## config.mk

```make
export PLATFORM = sky130hd
export DESIGN_NAME = ig_top
export DESIGN_NICKNAME = d
export VERILOG_FILES = /design/src/rtl/ig_pkg.sv /design/src/rtl/credit_stream_if.sv /design/src/rtl/pixel_fetcher.sv /design/src/rtl/gradient_engine.sv /design/src/rtl/grad_writer.sv /design/src/rtl/ig_top.sv
export SDC_FILE = /design/constraint.sdc
export NUM_CORES = 1
export LEC_CHECK = 0
export CAP_MARGIN = 0
export CORE_MARGIN = 4
export CORE_UTILIZATION = 60
export DETAILED_ROUTE_END_ITERATION = 12
export DONT_BUFFER_PORTS = 1
export PLACE_DENSITY_LB_ADDON = 0.12
export SYNTH_ARGS = -nofsm -noshare
export SYNTH_HDL_FRONTEND = slang
export SYNTH_HIERARCHICAL = 1
export SYNTH_SLANG_ARGS = --single-unit
export TNS_END_PERCENT = 10
```

## constraint.sdc

```tcl
create_clock -name clk -period 5.53 [get_ports clk]
set_clock_uncertainty 0.05 [all_clocks]
set_input_delay 0.2765 -clock clk [delete_from_list [all_inputs] [get_ports clk]]
set_output_delay 0.2765 -clock clk [all_outputs]
set_load 0.01 [all_outputs]
```

## src/rtl/ig_pkg.sv

```systemverilog
package ig_pkg;

    // ----------------------------------------
    // image geometry
    // ----------------------------------------
    localparam int IMG_W   = 8;
    localparam int IMG_H   = 8;
    localparam int NUM_PIX = IMG_W * IMG_H;
    localparam int COL_W   = $clog2(IMG_W);
    localparam int ROW_W   = $clog2(IMG_H);
    // one row plus the oldest pixel
    localparam int WIN_N     = IMG_W + 1;
    localparam int WIN_CNT_W = $clog2(WIN_N + 1);

    // data and address widths
    localparam int PIX_W  = 8;
    localparam int GRAD_W = 10;
    localparam int ADDR_W = 6;

    // ----------------------------------------
    // flow control
    // ----------------------------------------
    localparam int STREAM_CREDITS = 4;
    localparam int OUT_CREDITS    = 4;
    localparam int CRED_W         = $clog2(STREAM_CREDITS + 1);
    localparam int PTR_W          = $clog2(STREAM_CREDITS);
    // write credits from outside may pile up while idle
    localparam int WCRED_W        = 8;

    typedef logic [PIX_W-1:0]  pixel_t;
    typedef logic [ADDR_W-1:0] addr_t;

    // gx in the upper half of the memory word
    typedef struct packed {
        logic signed [GRAD_W-1:0] gx;
        logic signed [GRAD_W-1:0] gy;
    } grad_t;

endpackage

```

## src/rtl/credit_stream_if.sv

```systemverilog
`timescale 1ns/1ps

// one credit-controlled stream
// source spends a credit per valid, sink returns one per freed slot
interface credit_stream_if #(
    parameter type T = logic
);

    logic valid;
    T     data;
    // final item of the image
    logic last;
    // one-cycle pulse, one buffer slot
    logic credit;

    modport src (
        output valid,
        output data,
        output last,
        input  credit
    );

    modport snk (
        input  valid,
        input  data,
        input  last,
        output credit
    );

endinterface

```

## src/rtl/pixel_fetcher.sv

```systemverilog
`timescale 1ns/1ps

module pixel_fetcher
    import ig_pkg::*;
(
    input  logic         clk,
    input  logic         reset,
    input  logic         start,
    output logic         img_rd,
    output addr_t        img_addr,
    input  pixel_t       img_di,
    credit_stream_if.src pix_s
);

    logic              running;
    addr_t             rd_addr;
    logic [CRED_W-1:0] credits;
    // read issued last cycle, data arrives now
    logic              rd_q;
    logic              last_q;

    // ----------------------------------------
    // read issue
    // ----------------------------------------
    // a read in flight already owns one credit
    assign img_rd   = running && (credits > CRED_W'(rd_q));
    assign img_addr = rd_addr;

    // returned pixel goes straight onto the stream, slot reserved at read time
    assign pix_s.valid = rd_q;
    assign pix_s.data  = img_di;
    assign pix_s.last  = last_q;

    always_ff @(posedge clk) begin
        if (reset) begin
            running <= 1'b0;
            rd_addr <= '0;
            credits <= CRED_W'(STREAM_CREDITS);
            rd_q    <= 1'b0;
            last_q  <= 1'b0;
        end else begin
            rd_q   <= img_rd;
            last_q <= img_rd && (rd_addr == addr_t'(NUM_PIX - 1));
            if (start) begin
                running <= 1'b1;
                rd_addr <= '0;
                credits <= CRED_W'(STREAM_CREDITS);
            end else begin
                if (img_rd) begin
                    rd_addr <= rd_addr + 1'b1;
                    // final address, stop walking
                    if (rd_addr == addr_t'(NUM_PIX - 1)) begin
                        running <= 1'b0;
                    end
                end
                // valid spends, credit pulse refunds
                credits <= credits - CRED_W'(pix_s.valid) + CRED_W'(pix_s.credit);
            end
        end
    end

    // ----------------------------------------
    // checks
    // ----------------------------------------
    // read decision one cycle back must have left a credit for this pixel
    a_valid_has_credit: assert property (@(posedge clk) disable iff (reset)
        pix_s.valid |-> (credits != '0));

endmodule

```

## src/rtl/gradient_engine.sv

```systemverilog
`timescale 1ns/1ps

module gradient_engine
    import ig_pkg::*;
(
    input  logic         clk,
    input  logic         reset,
    input  logic         start,
    credit_stream_if.snk pix_s,
    credit_stream_if.src grad_s
);

    // input fifo, depth equals the upstream credits
    pixel_t            fifo_mem [STREAM_CREDITS];
    logic [PTR_W-1:0]  wr_ptr;
    logic [PTR_W-1:0]  rd_ptr;
    logic [CRED_W-1:0] fifo_cnt;

    // window, index 0 is the oldest pixel
    pixel_t               win [WIN_N];
    logic [WIN_CNT_W-1:0] win_cnt;
    logic [WIN_CNT_W-1:0] push_pos;
    // position of the oldest pixel
    logic [COL_W-1:0]     col;
    logic [ROW_W-1:0]     row;

    logic              last_rcvd;
    logic              flushing;
    logic [CRED_W-1:0] out_cred;
    // arrival count, only for the last check
    addr_t             in_idx;

    logic  emit;
    logic  push;
    logic  last_col;
    logic  last_row;
    grad_t grad;

    // zero-extend a pixel to one signed gradient component
    function automatic logic signed [GRAD_W-1:0] ext(input pixel_t p);
        return $signed({{(GRAD_W - PIX_W){1'b0}}, p});
    endfunction

    // ----------------------------------------
    // window control
    // ----------------------------------------
    // all pixels are in the window once last is in and the fifo is drained
    assign flushing = last_rcvd && (fifo_cnt == '0);
    assign last_col = (col == COL_W'(IMG_W - 1));
    assign last_row = (row == ROW_W'(IMG_H - 1));

    // full window holds the pixel below, flush covers the last row
    assign emit = (out_cred != '0) &&
                  ((win_cnt == WIN_CNT_W'(WIN_N)) || (flushing && (win_cnt != '0)));
    // emit frees a slot in the same cycle
    assign push     = (fifo_cnt != '0) && ((win_cnt != WIN_CNT_W'(WIN_N)) || emit);
    assign push_pos = win_cnt - WIN_CNT_W'(emit);

    // right neighbour at 1, pixel below at IMG_W
    always_comb begin
        grad.gx = last_col ? '0 : ext(win[1]) - ext(win[0]);
        grad.gy = last_row ? '0 : ext(win[IMG_W]) - ext(win[0]);
    end

    always_ff @(posedge clk) begin
        if (reset || start) begin
            wr_ptr       <= '0;
            rd_ptr       <= '0;
            fifo_cnt     <= '0;
            win_cnt      <= '0;
            col          <= '0;
            row          <= '0;
            last_rcvd    <= 1'b0;
            out_cred     <= CRED_W'(STREAM_CREDITS);
            in_idx       <= '0;
            pix_s.credit <= 1'b0;
            grad_s.valid <= 1'b0;
            grad_s.last  <= 1'b0;
        end else begin
            if (pix_s.valid) begin
                wr_ptr <= wr_ptr + 1'b1;
                in_idx <= in_idx + 1'b1;
                if (pix_s.last) begin
                    last_rcvd <= 1'b1;
                end
            end
            if (push) begin
                rd_ptr <= rd_ptr + 1'b1;
            end
            fifo_cnt <= fifo_cnt + CRED_W'(pix_s.valid) - CRED_W'(push);
            win_cnt  <= win_cnt + WIN_CNT_W'(push) - WIN_CNT_W'(emit);
            out_cred <= out_cred - CRED_W'(emit) + CRED_W'(grad_s.credit);
            // raster position of the next oldest pixel
            if (emit) begin
                if (last_col) begin
                    col <= '0;
                    row <= row + 1'b1;
                end else begin
                    col <= col + 1'b1;
                end
            end
            // slot returned once the pixel leaves the fifo
            pix_s.credit <= push;
            grad_s.valid <= emit;
            grad_s.last  <= emit && last_col && last_row;
        end
    end

    // ----------------------------------------
    // payload
    // ----------------------------------------
    always_ff @(posedge clk) begin
        if (pix_s.valid) begin
            fifo_mem[wr_ptr] <= pix_s.data;
        end
        for (int k = 0; k < WIN_N - 1; k++) begin
            if (emit) begin
                win[k] <= win[k + 1];
            end
        end
        // newest pixel lands behind the shifted tail
        if (push) begin
            win[push_pos] <= fifo_mem[rd_ptr];
        end
        if (emit) begin
            grad_s.data <= grad;
        end
    end

    // ----------------------------------------
    // checks
    // ----------------------------------------
    // fetcher credits keep the fifo from overflowing
    a_fifo_no_overflow: assert property (@(posedge clk) disable iff (reset)
        pix_s.valid |-> (fifo_cnt != CRED_W'(STREAM_CREDITS)));

    // last marks exactly the final pixel of the image
    a_last_at_end: assert property (@(posedge clk) disable iff (reset)
        pix_s.valid |-> (pix_s.last == (in_idx == addr_t'(NUM_PIX - 1))));

endmodule

```

## src/rtl/grad_writer.sv

```systemverilog
`timescale 1ns/1ps

module grad_writer
    import ig_pkg::*;
(
    input  logic         clk,
    input  logic         reset,
    input  logic         start,
    credit_stream_if.snk grad_s,
    input  logic         grad_credit,
    output logic         grad_wr,
    output addr_t        grad_addr,
    output grad_t        grad_do,
    output logic         done
);

    // gradient fifo with the last flag alongside
    grad_t              fifo_mem  [STREAM_CREDITS];
    logic               fifo_last [STREAM_CREDITS];
    logic [PTR_W-1:0]   wr_ptr;
    logic [PTR_W-1:0]   rd_ptr;
    logic [CRED_W-1:0]  fifo_cnt;

    logic [WCRED_W-1:0] wcred;
    addr_t              next_addr;
    // current write carries the final gradient
    logic               wr_last;
    logic               pop;

    // one write per cycle, only with a memory credit
    assign pop = (fifo_cnt != '0) && (wcred != '0);

    // ----------------------------------------
    // control
    // ----------------------------------------
    always_ff @(posedge clk) begin
        if (reset || start) begin
            wr_ptr        <= '0;
            rd_ptr        <= '0;
            fifo_cnt      <= '0;
            wcred         <= WCRED_W'(OUT_CREDITS);
            next_addr     <= '0;
            grad_addr     <= '0;
            grad_wr       <= 1'b0;
            wr_last       <= 1'b0;
            done          <= 1'b0;
            grad_s.credit <= 1'b0;
        end else begin
            if (grad_s.valid) begin
                wr_ptr <= wr_ptr + 1'b1;
            end
            if (pop) begin
                rd_ptr    <= rd_ptr + 1'b1;
                next_addr <= next_addr + 1'b1;
                grad_addr <= next_addr;
            end
            fifo_cnt <= fifo_cnt + CRED_W'(grad_s.valid) - CRED_W'(pop);
            // spend on pop, refund from outside, hold at the top
            if (pop && !grad_credit) begin
                wcred <= wcred - 1'b1;
            end else if (grad_credit && !pop && (wcred != '1)) begin
                wcred <= wcred + 1'b1;
            end
            grad_wr       <= pop;
            wr_last       <= pop && fifo_last[rd_ptr];
            grad_s.credit <= pop;
            // sticky until the next start
            done <= done || (grad_wr && wr_last);
        end
    end

    // payload
    always_ff @(posedge clk) begin
        if (grad_s.valid) begin
            fifo_mem[wr_ptr]  <= grad_s.data;
            fifo_last[wr_ptr] <= grad_s.last;
        end
        if (pop) begin
            grad_do <= fifo_mem[rd_ptr];
        end
    end

    // ----------------------------------------
    // checks
    // ----------------------------------------
    // engine credits keep the fifo from overflowing
    a_fifo_no_overflow: assert property (@(posedge clk) disable iff (reset)
        grad_s.valid |-> (fifo_cnt != CRED_W'(STREAM_CREDITS)));

    // engine last flag and writer address agree on the final pixel
    a_last_addr: assert property (@(posedge clk) disable iff (reset)
        (grad_wr && wr_last) |-> (grad_addr == addr_t'(NUM_PIX - 1)));

endmodule

```

## src/rtl/ig_top.sv

```systemverilog
`timescale 1ns/1ps

module ig_top
    import ig_pkg::*;
(
    input  logic   clk,
    input  logic   reset,
    input  logic   start,
    // image memory
    output logic   img_rd,
    output addr_t  img_addr,
    input  pixel_t img_di,
    // gradient memory
    input  logic   grad_credit,
    output logic   grad_wr,
    output addr_t  grad_addr,
    output grad_t  grad_do,
    output logic   done
);

    // ----------------------------------------
    // internal streams
    // ----------------------------------------
    credit_stream_if #(.T(pixel_t)) pix_s ();
    credit_stream_if #(.T(grad_t))  grad_s ();

    // memory reads into pixel stream
    pixel_fetcher u_fetch (
        .clk      (clk),
        .reset    (reset),
        .start    (start),
        .img_rd   (img_rd),
        .img_addr (img_addr),
        .img_di   (img_di),
        .pix_s    (pix_s.src)
    );

    // row window, one gradient per pixel
    gradient_engine u_engine (
        .clk    (clk),
        .reset  (reset),
        .start  (start),
        .pix_s  (pix_s.snk),
        .grad_s (grad_s.src)
    );

    // gradient memory writes under external credits
    grad_writer u_writer (
        .clk         (clk),
        .reset       (reset),
        .start       (start),
        .grad_s      (grad_s.snk),
        .grad_credit (grad_credit),
        .grad_wr     (grad_wr),
        .grad_addr   (grad_addr),
        .grad_do     (grad_do),
        .done        (done)
    );

endmodule

```

# --- Yosys cells after proc, flatten, opt, wreduce, memory -nomap -nowiden ---
# Memories as Yosys holds them, arrays and structs flattened. A register that Yosys moved wholly into a read port is not among the register bits.
# Index checks and enable logic that the tools add are counted.
word_totals:
  ff_bits: 86
  word_cells: 112
  memories: 4
  inputBits: 12
  ramBits: 188
  out_inout_bits: 35
memory_table:
  columns: ["memory", "depth", "width", "read_ports", "rd_ports_with_merged_regs", "write_ports", "line", "source"]
  rows:
  - ["u_writer.fifo_mem", 4, 20, 1, 1, 1, "grad_writer.sv:18", "grad_t fifo_mem [STREAM_CREDITS];"]
  - ["u_engine.win", 9, 8, 9, 0, 9, "gradient_engine.sv:20", "pixel_t win [WIN_N];"]
  - ["u_engine.fifo_mem", 4, 8, 1, 1, 1, "gradient_engine.sv:14", "pixel_t fifo_mem [STREAM_CREDITS];"]
  - ["u_writer.fifo_last", 4, 1, 1, 1, 1, "grad_writer.sv:19", "logic fifo_last [STREAM_CREDITS];"]
op_classes:
  order_cmp: 1
  n_addsub: 23
  mux: 18
  reduce_logical: 33
  n_eq_ne: 6
ops:
  columns: ["operator", "n"]
  rows:
  - ["8-bit by 8-bit subtractor with 9-bit output", 2]
  - ["8-bit 2-to-1 mux", 2]
  - ["1-bit logical AND", 14]
  - ["3-bit by 1-bit adder with 3-bit output", 4]
  - ["6-bit by 1-bit adder with 6-bit output, second input constant", 2]
  - ["3-bit by 1-bit subtractor with 3-bit output", 4]
  - ["1-bit 2-to-1 mux", 11]
  - ["3-bit nonzero test", 3]
  - ["2-bit by 1-bit adder with 2-bit output, second input constant", 4]
  - ["8-bit by 1-bit adder with 8-bit output, second input constant", 1]
  - ["2-bit 2-to-1 mux", 4]
  - ["8-bit != test, second input constant", 1]
  - ["8-bit nonzero test", 1]
  - ["4-bit by 1-bit subtractor with 4-bit output", 2]
  - ["8-bit by 1-bit subtractor with 8-bit output, second input constant", 1]
  - ["3-bit by 1-bit adder with 3-bit output, second input constant", 2]
  - ["3-bit == test, second input constant", 2]
  - ["6-bit == test, second input constant", 1]
  - ["2-bit AND reduction", 3]
  - ["2-bit nonzero test", 3]
  - ["4-bit by 1-bit adder with 4-bit output", 1]
  - ["4-bit == test, second input constant", 1]
  - ["1-bit logical OR", 4]
  - ["4-bit != test, second input constant", 1]
  - ["6 further kinds", 7]

# --- Longest topological paths before layout ---
# Gate-level depths: netlist of the first run.
depth:
  depth_word: 9
  depth_mapped: 15
  ltp_nobuf: 13

# --- Hierarchy ---
# Netlist of the first run, hierarchy kept.
by_module_without_submodules:
  columns: ["module", "seq_area_each_um2", "cells_per_inst", "area_each_um2", "n_inst"]
  rows:
  - ["gradient_engine", 4184.0, 508, 7240.7, 1]
  - ["grad_writer", 3763.6, 309, 5218.8, 1]
  - ["pixel_fetcher", 240.2, 73, 655.6, 1]

# --- Least setup slack after synthesis of the first run ---
# No wires, ideal clock.
synth_timing:
  path_kind: "flip-flop to flip-flop"
  startpoint: "register u_engine.fifo_cnt[1]"
  endpoint: "memory u_engine/win[6][0] in the netlist's numbering (enable)"
  stages_incl_launch_ff: 12
  n_path_buf: 2
  period_less_slack_ps: 4482
  t_required_ps: 5082
  t_arrival_ps: 4034
  setup_slack_ps: 1048
  setup_ps: 398
  path_cell_list: "dfxtp_1 > nor4b_1 > o211a_1 > a31oi_1 > buf_2 > inv_1 > ha_1 > ha_1 > xor2_1 > or3b_1 > buf_6 > o41ai_1"
synth_lines:
  columns: ["element", "line", "source"]
  rows:
  - ["from (decl)", "gradient_engine.sv:17", "logic [CRED_W-1:0] fifo_cnt;"]
  - ["from (signal assigned)", "gradient_engine.sv:90", "fifo_cnt <= fifo_cnt + CRED_W'(pix_s.valid) - CRED_W'(push);"]
  - ["to (decl)", "gradient_engine.sv:20", null]

==> results.md, run 1 <==
* Ys async rst share at 0%
* DRC Markers at 0
* Crit Path Max Fanout at 21
* Mean Syn Cell Area at around 15 sq um
* Reg2Reg Setup Slack at 1.15 ns
* Top Ports at 47
* Synthesized area at 13100 sq um
* CTS Buffer Depth at 3
* DIE WIDTH at roughly 160 um
* Via count at just over 7000
* Required time worst endpoint at approximately 5.7 ns
* Starting density of the core at around three fifths
* Max-cap violation count at 0
* Vias in the first global route at between 7000 and 8000
* Final-report hold violation count at 0
* Register Area at 8190 sq um
* Relative slew slack at 23.5%
* Post-synth EDFFs at approximately 230
* Clock Pin Slew Worst Setup and Hold Paths at 0.06 ns
* # Post-CTS Setup Buffers at 0
* Synth Flop Type: edfxtp_1
* Area of the multi-input gates at 4470 sq um
* Crit path DAT at 4.53 ns
* Hold/Removal Path Class: input port to register
* Power Density at 432 nW/um^2
* Design Power at roughly 6.2 mW
* Port bufs at 0
* Peak VDD IR at 271 uV
* Sequential fraction of the synthesis area at roughly 62%
* Fin crit period at around 4.4 ns
* Unrepaired setup endpoints after global routing: false
* Final Max Tran Viols at 0
* Area Overhead vs Synth at 9.21%
* Outcome: completed
* Crit path depth at 11
* Overall global routing resource usage at slightly below 20%
* RePlAce Congestion at 0.848
* Gr ovfl total at 0
* Initial antenna violation count at 0
* Fin crit share at just under 80%
* Worst Setup End Kind: register
* Post-Layout Inst Area at 14300 sq um
* Final wirelength at 23100 um
* CTS tree: done
* Max stage delay on crit path at 0.80 ns
* Kind of cell adding the most delay to the critical path: simple AND/OR/NAND/NOR gates
* Nets at about 960
* Placed wire-length estimate at 15600 um
* Cell count after synthesis at 890
* Fraction of layout cells with a size suffix above 1 at 18.5%
* Max Clk Rate at 229 MHz
* Area of the die at 24300 sq um
* Final Core Density at 67.3%
* Synth unique cells at 71
* Most frequent cells in the layout: 226 x edfxtp_1, 70 x dfxtp_1, 59 x nor2_1
* Global-route wire length before repair at roughly 38000 um
* Ant diodes at 0
* FF-to-FF path depth at 11
* Wire per inst at just under 20 um
* Drt pass-1 iters at 5
* Net Count, Synth at 958
* Most common cell on crit path: ha_1
* CTS Root Cell: clkbuf_16
* Cell Area, Placed at 13200 sq um
* Die Ht at 156 um
* Critical Path Source Type: register
* FF+latch count, synth at 296
* Cts bufs inserted at 30
* Clk_lat worst skew at 0.54 ns
* Worst Setup Path Type: register to register
* CTS H-tree depth at 1
* Yosys warns at 6
* Largest net degree at the start of global routing at 41
* Standard-cell row count at 53
* Slowest stage cell, crit path: nor4b_1
* Detail Route Antenna Nets at 0
* Most common cell after layout, fill and taps aside: edfxtp_1
* Setup violators final at 0
* Critical path, cell by cell: nor4b_1, o211a_1, a31oi_1, inv_1, buf_4, ha_1, ha_1, xor2_1, or3b_1, or3_1, nand2_1
* Fillers at 1423
* Clk sink count at 296
* DR vias/cell at roughly 5.9
* Worst Hold Depth at 2
* Pleak at 4.98 nW
* Setup TNS at 0 ns
* Core box area at ~21000 sq um
* CP Buf/Inv Count at 2
* Detailed Route Iter0 Violations at 612
* Worst-Margin Slew at 1.15 ns
what timing repair did:
item                      in CTS  in global routing
resized for setup              0                  0
hold buffers                  12                  0
hold endpoints to repair      47                  0
Yosys cell counts (all sizes together) (5+ instances only):
library cell  instances  share of area (%)
o31ai                 5               0.29
o21ai                15               0.66
nor2b                 6               0.29
or2                   5               0.24
nor4                 12                1.2
edfxtp              226                 52
ha                   49                4.7
or3                   9               0.43
and2                 18               0.86
buf                  31                1.8
mux2                 64                6.0
mux2i                10               0.76
nand3                13               0.50
xor2                 13               0.87
fa                    7                1.1
or4                   7               0.40
nor4b                 5               0.33
a21oi                29                1.1
xnor2                11               0.73
dfxtp                70                 11
nand2                38                1.1
clkbuf               16               0.47
nor3                 15               0.78
nor2                 59                1.7
nand2b               11               0.52
mux4                 29                5.0
nand4                10               0.48
nor3b                 9               0.52
a211oi                7               0.40
inv                  42                1.2
per-layer routing:
layer	GRT usage, %	wire [um]	up-vias
li1	-	-	3355
met1	25.9	9720	3508
met2	33.8	12000	159
met3	3.02	983	39
met4	4.67	399	0
met5	0	0	-
registers in the layout (all words and copies together) (netlist names), 4 cells and up, named ones only:
signal and flops:
u_engine/grad_s.data 18, u_writer/fifo_mem 80, u_engine/win_cnt 4, u_writer/grad_do 20
u_fetch/img_addr 6, u_writer/grad_addr 6, u_engine/win 72, u_writer/next_addr 6
u_writer/fifo_last 4, u_engine/fifo_mem 32, u_writer/wcred 8
kinds of logic (layout without fill, tap and decap cells):
logic type               Yosys count  in the layout  share of synthesized area (%)
AND/OR/NAND/NOR                  228            228                           10.0
AO/OA/AOI/OAI                     94             94                           5.03
buffers and inverters             89            119                           3.45
adder cells (fa/ha/maj)           56             56                           5.74
multiplexers                     103            103                           11.7
flip-flops                       296            296                           62.4
XOR/XNOR                          24             24                           1.60
through the flow:
step / std cells / hold WS (ns) / setup WS (ns)
2_1_floorplan: 890 / 0.299 / 1.05
5_1_grt: 1195 / 0.00689 / 0.720
4_1_cts: 1195 / 0.00717 / 1.22
3_3_place_gp: 1127 / 0.305 / 1.39
6_report: 1195 / 0.0192 / 1.15
3_5_place_dp: 1127 / 0.310 / 1.24
path summary, 6_finish.rpt:
kind,to,from
setup / recovery,u_engine/win[4][6],u_engine/fifo_cnt[1]
hold / removal,u_writer/wr_last,reset
setup reg to reg,u_engine/win[4][6],u_engine/fifo_cnt[1]
hold reg to reg,u_writer/done,u_writer/wr_last
where the power goes:
group	internal (mW)	switching, mW
registers	2.66	0.154
logic	0.569	0.848
clock network	1.16	0.805
area by class of cell:
cell class              count  share of cell area, %
flip-flops and latches    296                   57.2
clock buffers              34                   5.49
inverters                  42                   1.12
clock inverters            22                   1.27
well taps                 275                   2.40
repair buffers             21                   1.31
multi-input cells         505                   31.2
No activity file was read; power rests on OpenSTA's default activity.
==> run 2: changes to the inputs <==
--- a/config.mk
+++ b/config.mk
@@ -7,7 +7,7 @@
 export LEC_CHECK = 0
 export CAP_MARGIN = 0
 export CORE_MARGIN = 4
-export CORE_UTILIZATION = 60
+export CORE_UTILIZATION = 58
 export DETAILED_ROUTE_END_ITERATION = 12
 export DONT_BUFFER_PORTS = 1
 export PLACE_DENSITY_LB_ADDON = 0.12
==> constraint.sdc (replaced) <==
create_clock -name clk -period 3.6 [get_ports clk]
set_clock_uncertainty 0.05 [all_clocks]
set_input_delay 0.18 -clock clk [delete_from_list [all_inputs] [get_ports clk]]
set_output_delay 0.18 -clock clk [all_outputs]
set_load 0.01 [all_outputs]
==> results.md, run 2 (synthesis gave the netlist of run 1 again) <==
* Final Max Tran Viols at 0
* Core box area at about 22000 sq um
* Port bufs at 0
* Drt pass-1 iters at 4
* Nets at 974
* Starting density of the core at between 50% and 60%
* Cts bufs inserted at 30
* Sequential share of power at 43.9%
* Kind of cell adding the most delay to the critical path: simple AND/OR/NAND/NOR gates
* RePlAce Congestion at 0.793
* CTS tree: done
* Clk_lat worst skew at 0.53 ns
* Vias in the first global route at 7179
* CTS Buffer Depth at 3
* Max Clk Rate at 285 MHz
* Reg2Reg Setup Slack at around 0.094 ns
* Max-cap violation count at 0
* Peak VDD IR at about 520 uV
* Area of the die at 25100 sq um
* Top Ports at 47
* Max reg flops at 80
* Initial antenna violation count at 1
* Post-Layout Inst Area at 14700 sq um
* Top Registers: u_writer/fifo_mem: 80 flops, u_engine/win: 72 flops, u_engine/fifo_mem: 32 flops
* Critical path, cell by cell: inv_2, ha_2, nor2b_2, o211a_1, a31oi_4, clkinvlp_4, ha_4, ha_4, xor2_4, or3b_4, buf_6, nor4_4, buf_6, mux2_2
* Switching power at between 2 and 3 mW
* Detailed Route Iter0 Violations at 403
* Setup violators final at 0
* Worst Setup Path Type: register to register
* Slowest stage cell, crit path: or3b_4
* Max stage delay on crit path at 0.41 ns
* Wire per inst at 19.1 um
* Crit Path Max Fanout at 7
* Clock Pin Slew Worst Setup and Hold Paths at 0.06 ns
* Die Ht at 158 um
* Clock share of power at between 30% and 40%
* DIE WIDTH at 158 um
* Sw Ratio at 28.3%
* Fillers at 1519
* Crit path DAT at 3.74 ns
* Pleak at 5.10 nW
* Combinational group share of total power at 22.8%
* Placed wire-length estimate at 15500 um
* CTS Root Cell: clkbuf_16
* DR vias/cell at 5.87
* Gr ovfl total at 0
* Area of the multi-input gates at 4600 sq um
* Hold/Removal Path Class: input port to register
* Final wirelength at between 20000 and 25000 um
* Standard-cell row count at 54
* Area Overhead vs Synth at 11.8%
* Clk sink count at 296
* Global-route wire length before repair at between 30000 and 40000 um
* Required time worst endpoint at 3.83 ns
* Fin crit period at 3.51 ns
* Worst Setup End Kind: register
* Via count at 7117
* Detail Route Antenna Nets at 0
* Cell Area, Placed at ~13000 sq um
* Most frequent cells in the layout: 226 x edfxtp_1, 69 x dfxtp_1, 59 x nor2_1
* Critical Path Source Type: register
* Relative slew slack at 14.8%
* Most common cell after layout, fill and taps aside: edfxtp_1
* Outcome: completed
* Final Core Density at 66.5%
* Largest net degree at the start of global routing at 40
* Register Area at 8190 sq um
* DRC Markers at 0
* Final-report hold violation count at 0
* Fin crit share at 97.4%
* Biggest register: u_writer/fifo_mem
* Fraction of layout cells with a size suffix above 1 at 21.5%
* CTS H-tree depth at 1
* Overall global routing resource usage at a little under a fifth
* Internal Power at 7.06 mW
* Power Density at roughly 670 nW/um^2
* CP Buf/Inv Count at 4
* Worst-Margin Slew at 1.28 ns
[run 2: through the flow]
step	hold slack [ns]	cells	total power [mW]	TNS (ns)	setup WS [ns]
after detailed placement	0.206	1139	6.62	-0.0651	-0.00821
after global placement	0.208	1139	6.51	0	0.0701
after floorplan	0.202	890	6.18	-26.85	-0.321
final	0.0505	1212	9.84	0	0.0942
after global routing	0.0504	1212	10.4	-0.0262	-0.00867
after CTS	0.0293	1206	9.93	-0.168	-0.0323
[run 2: routing by layer]
| metal | global-route usage (%) | share of wire, % |
|---|---|---|
| met5 | 0 | 0 |
| met4 | 6.13 | 3.0 |
| met3 | 3.15 | 4.0 |
| met2 | 32.7 | 50 |
| met1 | 23.7 | 43 |
[run 2: cell type report]
cell class                 count  area share, %
timing repair buffer          31           1.87
multi-input combinational    505           31.4
clock inverter                19           1.85
antenna                        3         0.0512
sequential                   296           55.9
clock buffer                  36           5.42
inverter                      42           1.12
tap                          280           2.39
[run 2: worst register-to-register path: stages (launching register included)]
cell and delay [ns]:
dfxtp_4 0.35, inv_2 0.05, ha_2 0.18, nor2b_2 0.16, o211a_1 0.23, a31oi_4 0.19
clkinvlp_4 0.14, ha_4 0.18, ha_4 0.17, xor2_4 0.16, or3b_4 0.41, buf_6 0.16
nor4_4 0.31, buf_6 0.17, mux2_2 0.34
[run 2: repair_timing]
action | in CTS | in global routing
buffers inserted | 0 | 3
hold buffers | 12 | 0
pin swaps | 0 | 3
setup endpoints to repair | 16 | 64
gates resized for setup | 1 | 8
endpoints found under the hold margin | 59 | 0
[run 2: worst paths after layout]
kind / from / to / depth (start not counted)
max: u_engine/win_cnt[2] / u_engine/win[7][0] / 14
min: reset / u_engine/row[2] / 2
min reg2reg: u_engine/last_rcvd / u_engine/last_rcvd / 2
max reg2reg: u_engine/win_cnt[2] / u_engine/win[7][0] / 14
[run 2: power by group through the flow]
stage	combinational, mW	clock (mW)	sequential [mW]
final	2.24	3.28	4.32
after global routing	2.52	3.50	4.36
after CTS	2.25	3.35	4.33
after detailed placement	2.22	0	4.40
after global placement	2.12	0	4.39
after floorplan	1.86	0	4.31
==> run 3: changes to the inputs <==
--- a/config.mk
+++ b/config.mk
@@ -7,7 +7,7 @@
 export LEC_CHECK = 0
 export CAP_MARGIN = 0
 export CORE_MARGIN = 4
-export CORE_UTILIZATION = 58
+export CORE_UTILIZATION = 45
 export DETAILED_ROUTE_END_ITERATION = 12
 export DONT_BUFFER_PORTS = 1
 export PLACE_DENSITY_LB_ADDON = 0.12
==> results.md, run 3 (synthesis gave the netlist of run 1 again) <==
* Outcome: completed
* Crit path DAT at about 3.8 ns
* Critical Path Source Type: register
* Fillers at 2369
* CTS tree: done
* Clock Pin Slew Worst Setup and Hold Paths at 0.06 ns
* Largest net degree at the start of global routing at 40
* Detailed Route Iter0 Violations at 377
* Cts bufs inserted at 31
* Via count at 7062
* Most common cell after layout, fill and taps aside: edfxtp_1
* Gr ovfl total at 0
* Port bufs at 0
* CTS Root Cell: clkbuf_16
* Dpl cells at 1245
* Worst Setup End Kind: register
* Final hold slack at about 0.022 ns
* FF-to-FF path depth at 14
* Worst Setup Path Type: register to register
* Area of the die at 31900 sq um
* Area of the multi-input gates at 4600 sq um
* Clk_lat worst skew at roughly 0.57 ns
* Top Ports at 47
* Max-cap violation count at 0
* Initial antenna violation count at 0
* Power Density at between 600 and 700 nW/um^2
* RePlAce Congestion at 0.745
* Global-route wire length before repair at 39100 um
* Global Route met1 Usage at 20.2%
* Detail Route Antenna Nets at 0
* Clk sink count at 296
* Core box area at around 29000 sq um
* Starting density of the core at 45.7%
* Met3 usage at 2.51%
* PnR worst setup slack at 0.0629 ns
* Wire per inst at 18.3 um
* Placed wire-length estimate at 16000 um
* Peak VDD IR at between 400 and 500 uV
* Biggest register: u_writer/fifo_mem
* Met2 Track Usage GR at about a quarter
* Vias in the first global route at 7266
* Fin crit period at 3.54 ns
* Crit Path Max Fanout at 7
* Nets at 976
* Non-Filler Instances at 1317
* Drt pass-1 iters at 5
* Max Clk Rate at roughly 280 MHz
* Worst slack, placed at approximately 0.0089 ns
* Setup violators final at 0
* Pleak at 5.07 nW
* Final Max Tran Viols at 0
* Final-report hold violation count at 0
* DIE WIDTH at 179 um
* Required time worst endpoint at 3.85 ns
* Relative slew slack at 20.8%
* Max reg flops at 80
* Worst-Margin Slew at 1.19 ns
* Top Usage Layer GRT: met2
* CTS H-tree depth at 1
* Hold/Removal Path Class: input port to register
* DR vias/cell at 5.36
* Worst Hold Depth at 2
* Overall global routing resource usage at 15.3%
* Final wirelength at 24100 um
* Area Overhead vs Synth at 12.1%
* Unrepaired setup endpoints after global routing: true
* Die Ht at 179 um
* Register Area at 8190 sq um
* CTS Buffer Depth at 3
* Standard-cell row count at 62
* DRC Markers at 0
* Most frequent cells in the layout: 226 x edfxtp_1, 69 x dfxtp_1, 59 x nor2_1
* Ant diodes at 0
* Top Registers: u_writer/fifo_mem: 80 flops, u_engine/win: 72 flops, u_engine/fifo_mem: 32 flops
* Fraction of layout cells with a size suffix above 1 at about 22%
* Fin crit share at 98.3%
-- run 3: cell count changes in the layout (fill, tap and decap cells not counted), sizes merged --
cell,before,now
inv,41,42
diode,3,0
clkinv,10,12
buf,19,20
clkbuf,36,43
bufinv,7,0
-- run 3: stage by stage --
stage	power [mW]	instance area (sq um)	util [%]	setup TNS (ns)
6_report	9.59	14700	51.2	0
5_1_grt	10.1	14700	51.2	-0.657
4_1_cts	9.72	14700	51.1	0
3_5_place_dp	6.63	13500	47.2	0
3_3_place_gp	6.54	13500	47.2	0
2_1_floorplan	6.18	13200	-	-26.85
-- run 3: what timing repair did --
| action | 4_1_cts | 5_1_grt |
|---|---|---|
| endpoints found under the setup margin | 8 | 51 |
| endpoints found under the hold margin | 61 | 0 |
| pin swaps | 0 | 2 |
| buffers inserted | 0 | 2 |
| hold buffers | 12 | 0 |
| gates resized for setup | 1 | 6 |
-- run 3: power by group --
| part | internal (mW) | switching, mW |
|---|---|---|
| sequential | 4.08 | 0.240 |
| clock | 1.73 | 1.29 |
| combinational | 0.911 | 1.33 |
-- run 3: final timing paths --
kind	start	to	slack, ns
worst max-delay path	u_engine/win_cnt[2]	u_engine/win[7][1]	0.06
worst min-delay path	reset	u_engine/row[1]	0.02
worst max register to register	u_engine/win_cnt[2]	u_engine/win[7][1]	0.06
worst min register to register	u_writer/wr_last	u_writer/done	0.42
-- run 3: area by class of cell --
cell class	count	area share, %
inverter	42	1.12
clock buffer	43	6.06
clock inverter	15	0.639
multi-input combinational	505	31.3
tap	384	3.27
timing repair buffer	32	1.89
sequential	296	55.7
-- run 3: metal layers --
metal  wire [um]  up-vias
met2       11900      156
met5           0        -
met3         939       40
met1       10700     3483
met4         537        0
li1            -     3383
-- run 3: critical path, cell delays in order (launching register included) --
cell and delay, ns:
dfxtp_4 0.35, inv_2 0.05, ha_2 0.18, nor2b_2 0.16, o211a_1 0.24, a31oi_4 0.20
clkinvlp_4 0.15, ha_4 0.18, ha_4 0.17, xor2_4 0.14, or3b_4 0.40, buf_6 0.16
nor4_4 0.31, buf_6 0.17, mux2_2 0.35
